### src/hw/tile_settings.svh
`ifndef TILE_SETTINGS_SVH
`define TILE_SETTINGS_SVH

// Lookup table size of one logic cell.
`define LUT_BITS 16

// Address width into the lookup table.
`define LUT_ADDR_BITS 4

// Logic cells per tile.
`define CELL_COUNT 2

// Outputs driven by the output router.
`define TILE_OUTPUTS 2

`endif

### src/hw/cell_pkg.sv
`include "tile_settings.svh"

package cell_pkg;

   // LUT combination modes.
   typedef enum logic [1:0] {
      MODE_F4   = 2'd0,
      MODE_F3X2 = 2'd1,
      MODE_BSEL = 2'd2
   } comb_mode_e;

   typedef enum logic [1:0] {
      SET_A   = 2'd0,
      SET_F   = 2'd1,
      SET_OFF = 2'd2
   } set_sel_e;

   typedef enum logic [1:0] {
      RST_D   = 2'd0,
      RST_G   = 2'd1,
      RST_OFF = 2'd2
   } rst_sel_e;

   // Storage bit enable source.
   typedef enum logic [1:0] {
      EN_G   = 2'd0,
      EN_C   = 2'd1,
      EN_EXT = 2'd2
   } en_sel_e;

   typedef enum logic [1:0] {
      X_F = 2'd0,
      X_G = 2'd1,
      X_Q = 2'd2
   } x_sel_e;

   typedef enum logic [1:0] {
      Y_Q = 2'd0,
      Y_G = 2'd1,
      Y_F = 2'd2
   } y_sel_e;

   // Field order sets the bit layout in the chain, lut at the top.
   typedef struct packed {
      logic [`LUT_BITS-1:0] lut;
      comb_mode_e           comb_mode;
      logic [2:0]           f_in_sel;
      logic [2:0]           g_in_sel;
      logic [1:0]           dq_sel;
      set_sel_e             set_sel;
      rst_sel_e             rst_sel;
      en_sel_e              en_sel;
      x_sel_e               x_sel;
      y_sel_e               y_sel;
   } cell_cfg_t;

endpackage

### src/hw/route_pkg.sv
`include "tile_settings.svh"

package route_pkg;

   // Router source, cell index in the upper bit.
   typedef enum logic [1:0] {
      SRC_X0 = 2'd0,
      SRC_Y0 = 2'd1,
      SRC_X1 = 2'd2,
      SRC_Y1 = 2'd3
   } route_src_e;

   // One tile output.
   typedef struct packed {
      route_src_e src_a;
      route_src_e src_b;
      logic [3:0] fn;
      logic       registered;
   } route_out_cfg_t;

   // Output 1 sits in the upper half.
   typedef struct packed {
      route_out_cfg_t [`TILE_OUTPUTS-1:0] out;
   } route_cfg_t;

endpackage

### src/hw/config_chain.sv
`timescale 1ns/1ns

module config_chain #(
   parameter type payload_t = logic [7:0]
) (
   input  logic     KLK,
   input  logic     rst_n,
   input  logic     cfg_in,
   input  logic     cfg_shift,
   input  logic     cfg_load,
   output logic     cfg_out,
   output payload_t payload
);

   localparam int W = $bits(payload_t);

   logic [W-1:0] shift_q;

   // New bits enter at the top and walk toward bit 0.
   always_ff @(posedge KLK)
   begin
      if (!rst_n)
      begin
         shift_q <= '0;
      end
      else if (cfg_shift)
      begin
         shift_q <= {cfg_in, shift_q[W-1:1]};
      end
   end

   // Active copy, takes the value held before this edge.
   always_ff @(posedge KLK)
   begin
      if (!rst_n)
      begin
         payload <= payload_t'('0);
      end
      else if (cfg_load)
      begin
         payload <= payload_t'(shift_q);
      end
   end

   assign cfg_out = shift_q[0];

endmodule

### src/hw/logic_cell.sv
`timescale 1ns/1ns

`include "tile_settings.svh"

module logic_cell (
   input  logic                KLK,
   input  logic                rst_n,
   input  logic                a,
   input  logic                b,
   input  logic                c,
   input  logic                d,
   input  logic                ext_en,
   input  cell_pkg::cell_cfg_t cfg,
   output logic                x,
   output logic                y
);

   logic                      q;
   logic                      dq1;
   logic                      dq2;
   logic [`LUT_ADDR_BITS-1:0] f_addr;
   logic [`LUT_ADDR_BITS-1:0] g_addr;
   logic                      f;
   logic                      g;
   logic                      set_src;
   logic                      rst_src;
   logic                      en_src;

   // Feedback picks, bit 0 for dq1 and bit 1 for dq2.
   assign dq1 = cfg.dq_sel[0] ? q : d;
   assign dq2 = cfg.dq_sel[1] ? q : d;

   always_comb
   begin
      case (cfg.comb_mode)
         cell_pkg::MODE_F3X2:
         begin
            // Each function sees one half of the table.
            f_addr = {1'b0,
                      cfg.f_in_sel[2] ? b : a,
                      cfg.f_in_sel[1] ? c : b,
                      cfg.f_in_sel[0] ? dq1 : c};
            g_addr = {1'b1,
                      cfg.g_in_sel[2] ? b : a,
                      cfg.g_in_sel[1] ? c : b,
                      cfg.g_in_sel[0] ? dq2 : c};
         end
         cell_pkg::MODE_BSEL:
         begin
            f_addr = b ? {1'b1, a, c, dq2} : {1'b0, a, c, dq1};
            g_addr = f_addr;
         end
         default:
         begin
            f_addr = {a, b, c, dq1};
            g_addr = f_addr;
         end
      endcase
   end

   assign f = cfg.lut[f_addr];
   assign g = cfg.lut[g_addr];

   always_comb
   begin
      case (cfg.set_sel)
         cell_pkg::SET_A: set_src = a;
         cell_pkg::SET_F: set_src = f;
         default:         set_src = 1'b0;
      endcase
   end

   always_comb
   begin
      case (cfg.rst_sel)
         cell_pkg::RST_D: rst_src = d;
         cell_pkg::RST_G: rst_src = g;
         default:         rst_src = 1'b0;
      endcase
   end

   always_comb
   begin
      case (cfg.en_sel)
         cell_pkg::EN_G: en_src = g;
         cell_pkg::EN_C: en_src = c;
         default:        en_src = ext_en;
      endcase
   end

   // Storage bit. Reset wins over set, set over F.
   always_ff @(posedge KLK)
   begin
      if (!rst_n)
      begin
         q <= 1'b0;
      end
      else if (en_src)
      begin
         if (rst_src)
         begin
            q <= 1'b0;
         end
         else if (set_src)
         begin
            q <= 1'b1;
         end
         else
         begin
            q <= f;
         end
      end
   end

   always_comb
   begin
      case (cfg.x_sel)
         cell_pkg::X_F: x = f;
         cell_pkg::X_G: x = g;
         default:       x = q;
      endcase
   end

   always_comb
   begin
      case (cfg.y_sel)
         cell_pkg::Y_Q: y = q;
         cell_pkg::Y_G: y = g;
         default:       y = f;
      endcase
   end

endmodule

### src/hw/output_router.sv
`timescale 1ns/1ns

`include "tile_settings.svh"

module output_router (
   input  logic                     KLK,
   input  logic                     rst_n,
   input  logic [`CELL_COUNT-1:0]   cell_x,
   input  logic [`CELL_COUNT-1:0]   cell_y,
   input  route_pkg::route_cfg_t    cfg,
   output logic [`TILE_OUTPUTS-1:0] tile_out
);

   logic [`TILE_OUTPUTS-1:0] comb_out;
   logic [`TILE_OUTPUTS-1:0] reg_out;

   function automatic logic pick_src(
      input route_pkg::route_src_e   src,
      input logic [`CELL_COUNT-1:0] xs,
      input logic [`CELL_COUNT-1:0] ys
   );
      case (src)
         route_pkg::SRC_X0: pick_src = xs[0];
         route_pkg::SRC_Y0: pick_src = ys[0];
         route_pkg::SRC_X1: pick_src = xs[1];
         default:           pick_src = ys[1];
      endcase
   endfunction

   // The source pair addresses the table, src_a high.
   always_comb
   begin
      for (int i = 0; i < `TILE_OUTPUTS; i++)
      begin
         comb_out[i] = cfg.out[i].fn[{pick_src(cfg.out[i].src_a, cell_x, cell_y),
                                      pick_src(cfg.out[i].src_b, cell_x, cell_y)}];
      end
   end

   always_ff @(posedge KLK)
   begin
      if (!rst_n)
      begin
         reg_out <= '0;
      end
      else
      begin
         reg_out <= comb_out;
      end
   end

   always_comb
   begin
      for (int i = 0; i < `TILE_OUTPUTS; i++)
      begin
         tile_out[i] = cfg.out[i].registered ? reg_out[i] : comb_out[i];
      end
   end

endmodule

### src/hw/lca_tile.sv
`timescale 1ns/1ns

`include "tile_settings.svh"

module lca_tile (
   input  logic                     KLK,
   input  logic                     rst_n,
   input  logic                     cfg_data,
   input  logic                     cfg_shift,
   input  logic                     cfg_load,
   input  logic                     ext_en,
   input  logic [`CELL_COUNT-1:0]   cell_a,
   input  logic [`CELL_COUNT-1:0]   cell_b,
   input  logic [`CELL_COUNT-1:0]   cell_c,
   input  logic [`CELL_COUNT-1:0]   cell_d,
   output logic [`TILE_OUTPUTS-1:0] tile_out,
   output logic [`CELL_COUNT-1:0]   cell_x,
   output logic [`CELL_COUNT-1:0]   cell_y,
   output logic                     cfg_out
);

   logic                  chain_c0;
   logic                  chain_c1;
   cell_pkg::cell_cfg_t   cell0_cfg;
   cell_pkg::cell_cfg_t   cell1_cfg;
   route_pkg::route_cfg_t route_cfg;

   // Chain order is cell 0, cell 1, router.
   config_chain #(.payload_t(cell_pkg::cell_cfg_t)) u_cfg_cell0 (
      .KLK       (KLK),
      .rst_n     (rst_n),
      .cfg_in    (cfg_data),
      .cfg_shift (cfg_shift),
      .cfg_load  (cfg_load),
      .cfg_out   (chain_c0),
      .payload   (cell0_cfg)
   );

   config_chain #(.payload_t(cell_pkg::cell_cfg_t)) u_cfg_cell1 (
      .KLK       (KLK),
      .rst_n     (rst_n),
      .cfg_in    (chain_c0),
      .cfg_shift (cfg_shift),
      .cfg_load  (cfg_load),
      .cfg_out   (chain_c1),
      .payload   (cell1_cfg)
   );

   config_chain #(.payload_t(route_pkg::route_cfg_t)) u_cfg_route (
      .KLK       (KLK),
      .rst_n     (rst_n),
      .cfg_in    (chain_c1),
      .cfg_shift (cfg_shift),
      .cfg_load  (cfg_load),
      .cfg_out   (cfg_out),
      .payload   (route_cfg)
   );

   logic_cell u_cell0 (
      .KLK    (KLK),
      .rst_n  (rst_n),
      .a      (cell_a[0]),
      .b      (cell_b[0]),
      .c      (cell_c[0]),
      .d      (cell_d[0]),
      .ext_en (ext_en),
      .cfg    (cell0_cfg),
      .x      (cell_x[0]),
      .y      (cell_y[0])
   );

   logic_cell u_cell1 (
      .KLK    (KLK),
      .rst_n  (rst_n),
      .a      (cell_a[1]),
      .b      (cell_b[1]),
      .c      (cell_c[1]),
      .d      (cell_d[1]),
      .ext_en (ext_en),
      .cfg    (cell1_cfg),
      .x      (cell_x[1]),
      .y      (cell_y[1])
   );

   output_router u_router (
      .KLK      (KLK),
      .rst_n    (rst_n),
      .cell_x   (cell_x),
      .cell_y   (cell_y),
      .cfg      (route_cfg),
      .tile_out (tile_out)
   );

endmodule

### config.mk
export PLATFORM = sky130hd
export DESIGN_NAME = lca_tile
export DESIGN_NICKNAME = d
export VERILOG_FILES = /design/src/hw/cell_pkg.sv /design/src/hw/route_pkg.sv /design/src/hw/config_chain.sv /design/src/hw/logic_cell.sv /design/src/hw/output_router.sv /design/src/hw/lca_tile.sv
export VERILOG_INCLUDE_DIRS = /design/src /design/src/hw
export SDC_FILE = /design/constraint.sdc
export NUM_CORES = 1
export LEC_CHECK = 0
export BUFFER_PORTS_ARGS = -buffer_cell sky130_fd_sc_hd__clkbuf_2
export CAP_MARGIN = 15
export CORE_MARGIN = 5
export CORE_UTILIZATION = 25
export CTS_CLUSTER_SIZE = 25
export DETAILED_ROUTE_END_ITERATION = 7
export GPL_ROUTABILITY_DRIVEN = 0
export REMOVE_ABC_BUFFERS = 1
export SLEW_MARGIN = 20
export SYNTH_ARGS = -nofsm -noshare
export SYNTH_HDL_FRONTEND = slang
export SYNTH_SLANG_ARGS = --single-unit
### constraint.sdc
create_clock -name KLK -period 3.7 [get_ports KLK]
set_input_delay 0.185 -clock KLK [delete_from_list [all_inputs] [get_ports KLK]]
set_output_delay 0.185 -clock KLK [all_outputs]
set_load 0.02 [all_outputs]
==> key figures, run 1 <==
Drt
  • Starting DRC count in detailed routing: 258
  • Routed Antenna Nets: 0
  • Vias post-DR: 6126
  • Detailed Route WL: 17.4 mm
  • Routed vias/inst: 4.54
  • Drt first pass iters: 4
  • # DRC: 0
  • Average wire per standard cell: 12.9 microns

STA
  • Final period util: 1.08
  • Final worst slack: -0.300 ns
  • Unrepaired setup endpoints after global routing: yes
  • Slew HR: 0.418
  • Tmin final: 4.00 ns
  • Final slew viol count: 0
  • Clock Skew: 0.0163 ns
  • Worst slew pin tran: 0.873 ns
  • Hold Fails Final Rpt: 0
  • Final setup viols: 2
  • Min Hold Slack: 0.00992 ns
  • Fmax: 0.250 GHz

Setup path
  • Critical path class: reg -> out
  • CP top delay family: compound AO/OA/AOI/OAI gates
  • CP max FO: 7
  • Worst stage delay on the critical path: 0.38 ns
  • Most frequent CP cell: buf_4
  • Critical path's slowest cell: a311oi_4
  • Launch point of the worst path: u_cfg_cell0.payload[18]$_SDFFE_PN0P_
  • CP endpoint kind: primary output
  • Worst path cell trace: inv_2, ha_4, buf_4, o21a_4, buf_4, a311oi_4, a21oi_2, a221o_1, o211ai_1, buf_4, a311oi_4, buf_6, o221a_2, a211oi_2, o21bai_1, a31o_1, clkbuf_8
  • CP Launch Type: flop
  • Critical Path RT: 3.51 ns
  • Worst Path Buf+Inv: 6
  • R2r setup slk: 0.42 ns
  • FF-to-FF Start: u_cfg_cell0.payload[18]$_SDFFE_PN0P_
  • Reg-to-Reg End: u_router.reg_out[1]$_SDFF_PN0_
  • Worst EP arrival: 3.81 ns
  • Cell count of the worst reg-to-reg path: 15

Power and ir drop
  • Leakage power: 4.05 nW
  • Total Power: 4.04 mW
  • Peak VDD IR: 0.309 mV
  • Pwr dens: 403 mW/mm^2

Placed design
  • Dpl hpwl: 11.6 mm
  • Port bufs: 20

Logic synthesis
  • Synth top area share: 0.435
  • Yosys warnings: 0
  • FFs w/ async S/R, synth: 0
  • Leading post-synthesis cells by cell area: dfxtp_1 (43%), mux2i_1 (24%), nor2_1 (8.5%)
  • Unique masters post-synth: 77
  • Mapped Area: 0.00847 sq mm
  • Post-synth EDFFs: 0
  • Leading area contributor after synthesis: dfxtp_1
  • Top FF cell, synth: dfxtp_1
  • Gate Count Post-Synth: 862
  • Synth Register Bits: 184
  • Seq/Total Area, Yosys: 0.435
  • Mean Syn Cell Area: 9.83 sq um

Floorplanning
  • IO Pins: 21
  • Die Ht: 194 microns
  • Rows: 67
  • DIE AREA: 0.0377 sq mm
  • Chip width: 194 microns
  • Core area: 0.0335 sq mm
  • Initial Utilization: 0.253

CTS
  • Clock-pin slew of the registers on the worst-case setup and hold paths: 0.07 ns
  • Root buf cell: clkbuf_16
  • Clk_lat worst skew: 0.44 ns
  • TritonCTS Buffers: 17
  • Clock sink total: 184
  • Clk buf depth: 2
  • Hold buffer count at CTS: 0
  • CTS tree: yes
  • H-tree lvl count: 4

Finish
  • Layout area overhead: 18.4%
  • FF+latch area: 0.00369 sq mm
  • Fin util: 0.299
  • Number of nets in the layout: 907
  • Area of the multi-input gates: 0.00466 sq mm
  • Diode count: 0
  • Fill cells: 3471
  • Layout cells sized above 1: 0.180

Hold path
  • Hold Path Cell Cnt: 3
  • Hold endpoint: u_cfg_cell0.shift_q[35]$_SDFFE_PN0P_
  • Hold Crit Class: in -> reg
  • Hold wc startpoint: cfg_data

Global routing
  • Initial antenna violation count: 0
  • GRT Resource Usage Total: 0.0926
  • First-pass GRT wire length: 29.7 mm
  • Vias in the first global route: 5975
  • Largest net degree at the start of global routing: 97
  • Grt ovf: 0

Run status
  • Outcome: finished with violations
  • Failing checks: setup timing

Flow run
  • MaxCap Viol Count: 0
==> logic make-up (layout without fill, tap and decap cells) <==
| family | after synthesis | count (layout) | share of synthesized area |
|---|---|---|---|
| and+or+nand+nor | 279 | 279 | 0.149 |
| AOI/OAI and AO/OA | 109 | 109 | 0.115 |
| DFF | 184 | 184 | 0.435 |
| buffers and inverters | 73 | 113 | 0.0353 |
| muxes | 213 | 213 | 0.260 |
| adders and majority gates | 4 | 4 | 0.00591 |
==> tightest hold or removal path: cells and delay by family <==
family        cells  cell delay, ns
simple gates      1            0.08
mux               1            0.06
buf+inv           1            0.08
==> layout make-up <==
class / count / share of cell area
multi-input combinational: 605 / 0.465
sequential: 184 / 0.368
clock buffer: 19 / 0.0432
clock inverter: 13 / 0.0146
timing repair buffer: 58 / 0.0453
tap: 448 / 0.0559
inverter: 23 / 0.00886
==> Yosys cell counts (all sizes together), types with 3 or more instances <==
| master | number |
|---|---|
| mux2i | 201 |
| nor2 | 192 |
| dfxtp | 184 |
| buf | 29 |
| inv | 23 |
| clkbuf | 21 |
| nand2 | 19 |
| nand3 | 16 |
| a21oi | 14 |
| a211oi | 13 |
| nor2b | 11 |
| o21ai | 10 |
| mux2 | 8 |
| and3 | 7 |
| o211ai | 7 |
| a211o | 6 |
| nand4 | 6 |
| o22ai | 6 |
| o31ai | 6 |
| nand2b | 5 |
| o21bai | 5 |
| or2 | 5 |
| a21o | 4 |
| ha | 4 |
| mux4 | 4 |
| o221a | 4 |
| a221o | 3 |
| a31oi | 3 |
| a32oi | 3 |
| and2 | 3 |
| nand3b | 3 |
==> flip-flops by register name, indices dropped and copies added, names as in the netlist <==
signal,flops
u_cell0.q,1
u_router.reg_out,2
u_cfg_route.payload,18
u_cfg_cell0.payload,36
u_cell1.q,1
u_cfg_cell0.shift_q,36
u_cfg_route.shift_q,18
u_cfg_cell1.shift_q,36
u_cfg_cell1.payload,36
==> cell usage in the layout (no fill, tap or decap), types with 4 or more instances in the layout <==
master and n:
a211o_1 6, a211oi_1 4, a211oi_2 6, a21o_1 4, a21oi_1 9, and3_1 6, buf_4 34, buf_6 4
clkbuf_16 17, clkbuf_2 16, clkinv_4 4, dfxtp_1 181, inv_1 21, mux2_2 6, mux2i_1 200, mux4_2 4
nand2_1 17, nand2b_1 4, nand3_1 12, nand4_1 6, nor2_1 190, nor2b_1 10, o211ai_1 7, o21ai_0 6
o22ai_1 5, o31ai_1 4, or2_2 5
==> stage by stage <==
step           instance area, sq um  cells  worst slack, ns  setup TNS [ns]
2_1_floorplan                  8260    812            0.129               0
3_3_place_gp                   9150   1304          -0.0329         -0.0409
3_5_place_dp                   9150   1304          -0.0894          -0.177
4_1_cts                        9950   1348           -0.277          -0.529
5_1_grt                       10000   1350           -0.438          -0.862
6_report                      10000   1350           -0.300          -0.562
==> how the worst max path moves through the flow <==
stage / depth (start not counted) / end
after CTS: 15 / tile_out[1]
after floorplan: 13 / tile_out[0]
final: 17 / tile_out[1]
after detailed placement: 15 / tile_out[0]
after global routing: 15 / tile_out[0]
after global placement: 15 / tile_out[1]
==> metal layers <==
layer  up-vias  wire [microns]  global-route usage
li1       3105               -                   -
met1      2937            8770               0.123
met2        68            7970               0.149
met3        16             468              0.0205
met4         0             228              0.0318
met5         -               0                   0
==> what timing repair did <==
action,in CTS,in global routing
pin swaps,24,15
hold endpoints to repair,0,0
setup buffers,12,2
endpoints found under the setup margin,3,3
gates resized for setup,28,16
==> report_power, final <==
part / leakage (nW) / internal (mW) / switching (mW) / total [mW]
clock network: 0.278 / 1.00 / 0.780 / 1.78
logic: 2.29 / 0.115 / 0.157 / 0.272
registers: 1.48 / 1.98 / 0.00258 / 1.99
total: 4.05 / 3.10 / 0.940 / 4.04
Power figures use the tool's default switching activity.
==> run 2, diff against run 1 <==
- SKIP_LAST_GASP: not set -> 1
==> key figures, run 2 (synthesis results as in run 1) <==
Run status
  • Outcome: finished with violations
  • Failing checks: setup timing

Setup path
  • Worst Path Buf+Inv: 6
  • CP top delay family: compound AO/OA/AOI/OAI gates
  • R2r setup slk: 0.43 ns
  • CP max FO: 7
  • Worst stage delay on the critical path: 0.37 ns
  • Critical Path RT: 3.51 ns
  • Cell count of the worst reg-to-reg path: 15
  • FF-to-FF Start: u_cfg_cell0.payload[18]$_SDFFE_PN0P_
  • Critical path class: reg -> out
  • Most frequent CP cell: buf_4
  • Critical path's slowest cell: a311oi_4
  • Worst path cell trace: inv_2, ha_4, buf_4, o21a_4, buf_4, a311oi_4, a21oi_2, a221o_1, o211ai_1, buf_4, a311oi_4, buf_6, o221a_2, a211oi_2, o21bai_1, a31o_1, clkbuf_8
  • CP Launch Type: flop
  • Worst EP arrival: 3.80 ns
  • Reg-to-Reg End: u_router.reg_out[1]$_SDFF_PN0_
  • CP endpoint kind: primary output

STA
  • Hold Fails Final Rpt: 0
  • Final worst slack: -0.289 ns
  • Min Hold Slack: 0.00993 ns
  • Unrepaired setup endpoints after global routing: yes
  • Final setup viols: 2
  • Worst slew pin tran: 0.872 ns
  • Fmax: 0.251 GHz
  • Clock Skew: 0.0163 ns
  • Final slew viol count: 0
  • Final period util: 1.08
  • Fin Setup TNS: -0.550 ns
  • Slew HR: 0.419
  • Tmin final: 3.99 ns

Global routing
  • Grt ovf: 0
  • Initial antenna violation count: 0
  • First-pass GRT wire length: 29.7 mm
  • GRT Resource Usage Total: 0.0926
  • Largest net degree at the start of global routing: 97
  • Vias in the first global route: 5975

CTS
  • Clk_lat worst skew: 0.44 ns
  • H-tree lvl count: 4
  • Clock-pin slew of the registers on the worst-case setup and hold paths: 0.07 ns
  • TritonCTS Buffers: 17
  • Hold buffer count at CTS: 0
  • Clock sink total: 184
  • CTS tree: yes
  • Clk buf depth: 2
  • Root buf cell: clkbuf_16

Placed design
  • Pre-CTS WS: -0.0894 ns
  • Post-placement cell count: 1304
  • Placed instance area: 0.00915 sq mm
  • Port bufs: 20
  • Dpl hpwl: 11.6 mm

Finish
  • Fin util: 0.299
  • Commonest non-fill, non-tap cells in the layout: mux2i_1 (200), nor2_1 (190), dfxtp_1 (181)
  • Number of nets in the layout: 907
  • Layout cells sized above 1: 0.180
  • Diode count: 0
  • Final Cell Area: 0.0100 sq mm
  • Layout area overhead: 18.3%
  • Leading cell type in the layout, fill and taps excluded: mux2i_1
  • Fin cells: 1350

Hold path
  • Hold endpoint: u_cfg_cell0.shift_q[35]$_SDFFE_PN0P_
  • Hold wc startpoint: cfg_data
  • Hold Crit Class: in -> reg
  • Hold Path Cell Cnt: 3

Floorplanning
  • Rows: 67
  • IO Pins: 21
  • Initial Utilization: 0.253
  • Die Ht: 194 microns
  • DIE AREA: 0.0377 sq mm
  • Chip width: 194 microns
  • Core area: 0.0335 sq mm

Drt
  • Drt first pass iters: 4
  • Average wire per standard cell: 12.9 microns
  • Routed Antenna Nets: 0
  • Routed vias/inst: 4.54
  • Vias post-DR: 6126
  • Starting DRC count in detailed routing: 258
  • # DRC: 0
  • Detailed Route WL: 17.4 mm

Power and ir drop
  • Pwr dens: 403 mW/mm^2
  • Total Power: 4.04 mW
  • Peak VDD IR: 0.309 mV
  • Leakage power: 4.05 nW

Flow run
  • MaxCap Viol Count: 0
## run 2: cell types whose count changed in the layout (fill, tap and decap cells not counted)
cell,before,now
buf_4,34,35
buf_6,4,3
## run 2: power breakdown
group | switching, mW | leakage [nW] | internal, mW
Combinational | 0.157 | 2.29 | 0.115
Sequential | 0.00258 | 1.48 | 1.98
Clock | 0.780 | 0.278 | 1.00
## run 2: how the worst max path moves through the flow
stage | from | to | slack, ns | depth (start not counted)
global placement | u_cfg_cell0.payload[18]$_SDFFE_PN0P_ | tile_out[1] | -0.03 | 15
detailed placement | u_cfg_cell0.payload[18]$_SDFFE_PN0P_ | tile_out[0] | -0.09 | 15
CTS | u_cfg_cell0.payload[18]$_SDFFE_PN0P_ | tile_out[1] | -0.28 | 15
finish | u_cfg_cell0.payload[18]$_SDFFE_PN0P_ | tile_out[1] | -0.29 | 17
global route | u_cfg_cell1.payload[18]$_SDFFE_PN0P_ | tile_out[0] | -0.45 | 15
floorplan | u_cfg_cell0.payload[18]$_SDFFE_PN0P_ | tile_out[0] | 0.13 | 13
## run 2: area by class of cell
type                    count  area [sq um]
multi-input cells         605          4660
repair buffers             58           450
well taps                 448           561
flip-flops and latches    184          3690
fillers                  3471         23500
clock inverters            13           146
clock buffers              19           433
inverters                  23          88.8
## run 2: repair_timing
item / CTS / global route
pin swaps: 24 / 15
endpoints found under the setup margin: 3 / 3
gates resized for setup: 28 / 15
buffers inserted: 12 / 2
## run 2: layer usage
layer  GRT usage  routed length [microns]
met3      0.0205                      489
met2       0.149                     7970
met5           0                        0
met1       0.123                     8740
met4      0.0318                      228
## run 2: worst register-to-register path, stage by stage, from the launching register on
cell and delay [ns]:
dfxtp_2 0.34, inv_2 0.05, ha_4 0.22, buf_4 0.15
o21a_4 0.21, buf_4 0.14, a311oi_4 0.37, buf_4 0.20
a221oi_2 0.05, a311o_1 0.33, a311oi_4 0.31, buf_6 0.17
nor2_4 0.06, o311ai_2 0.25, nand4_1 0.14, and3_1 0.19
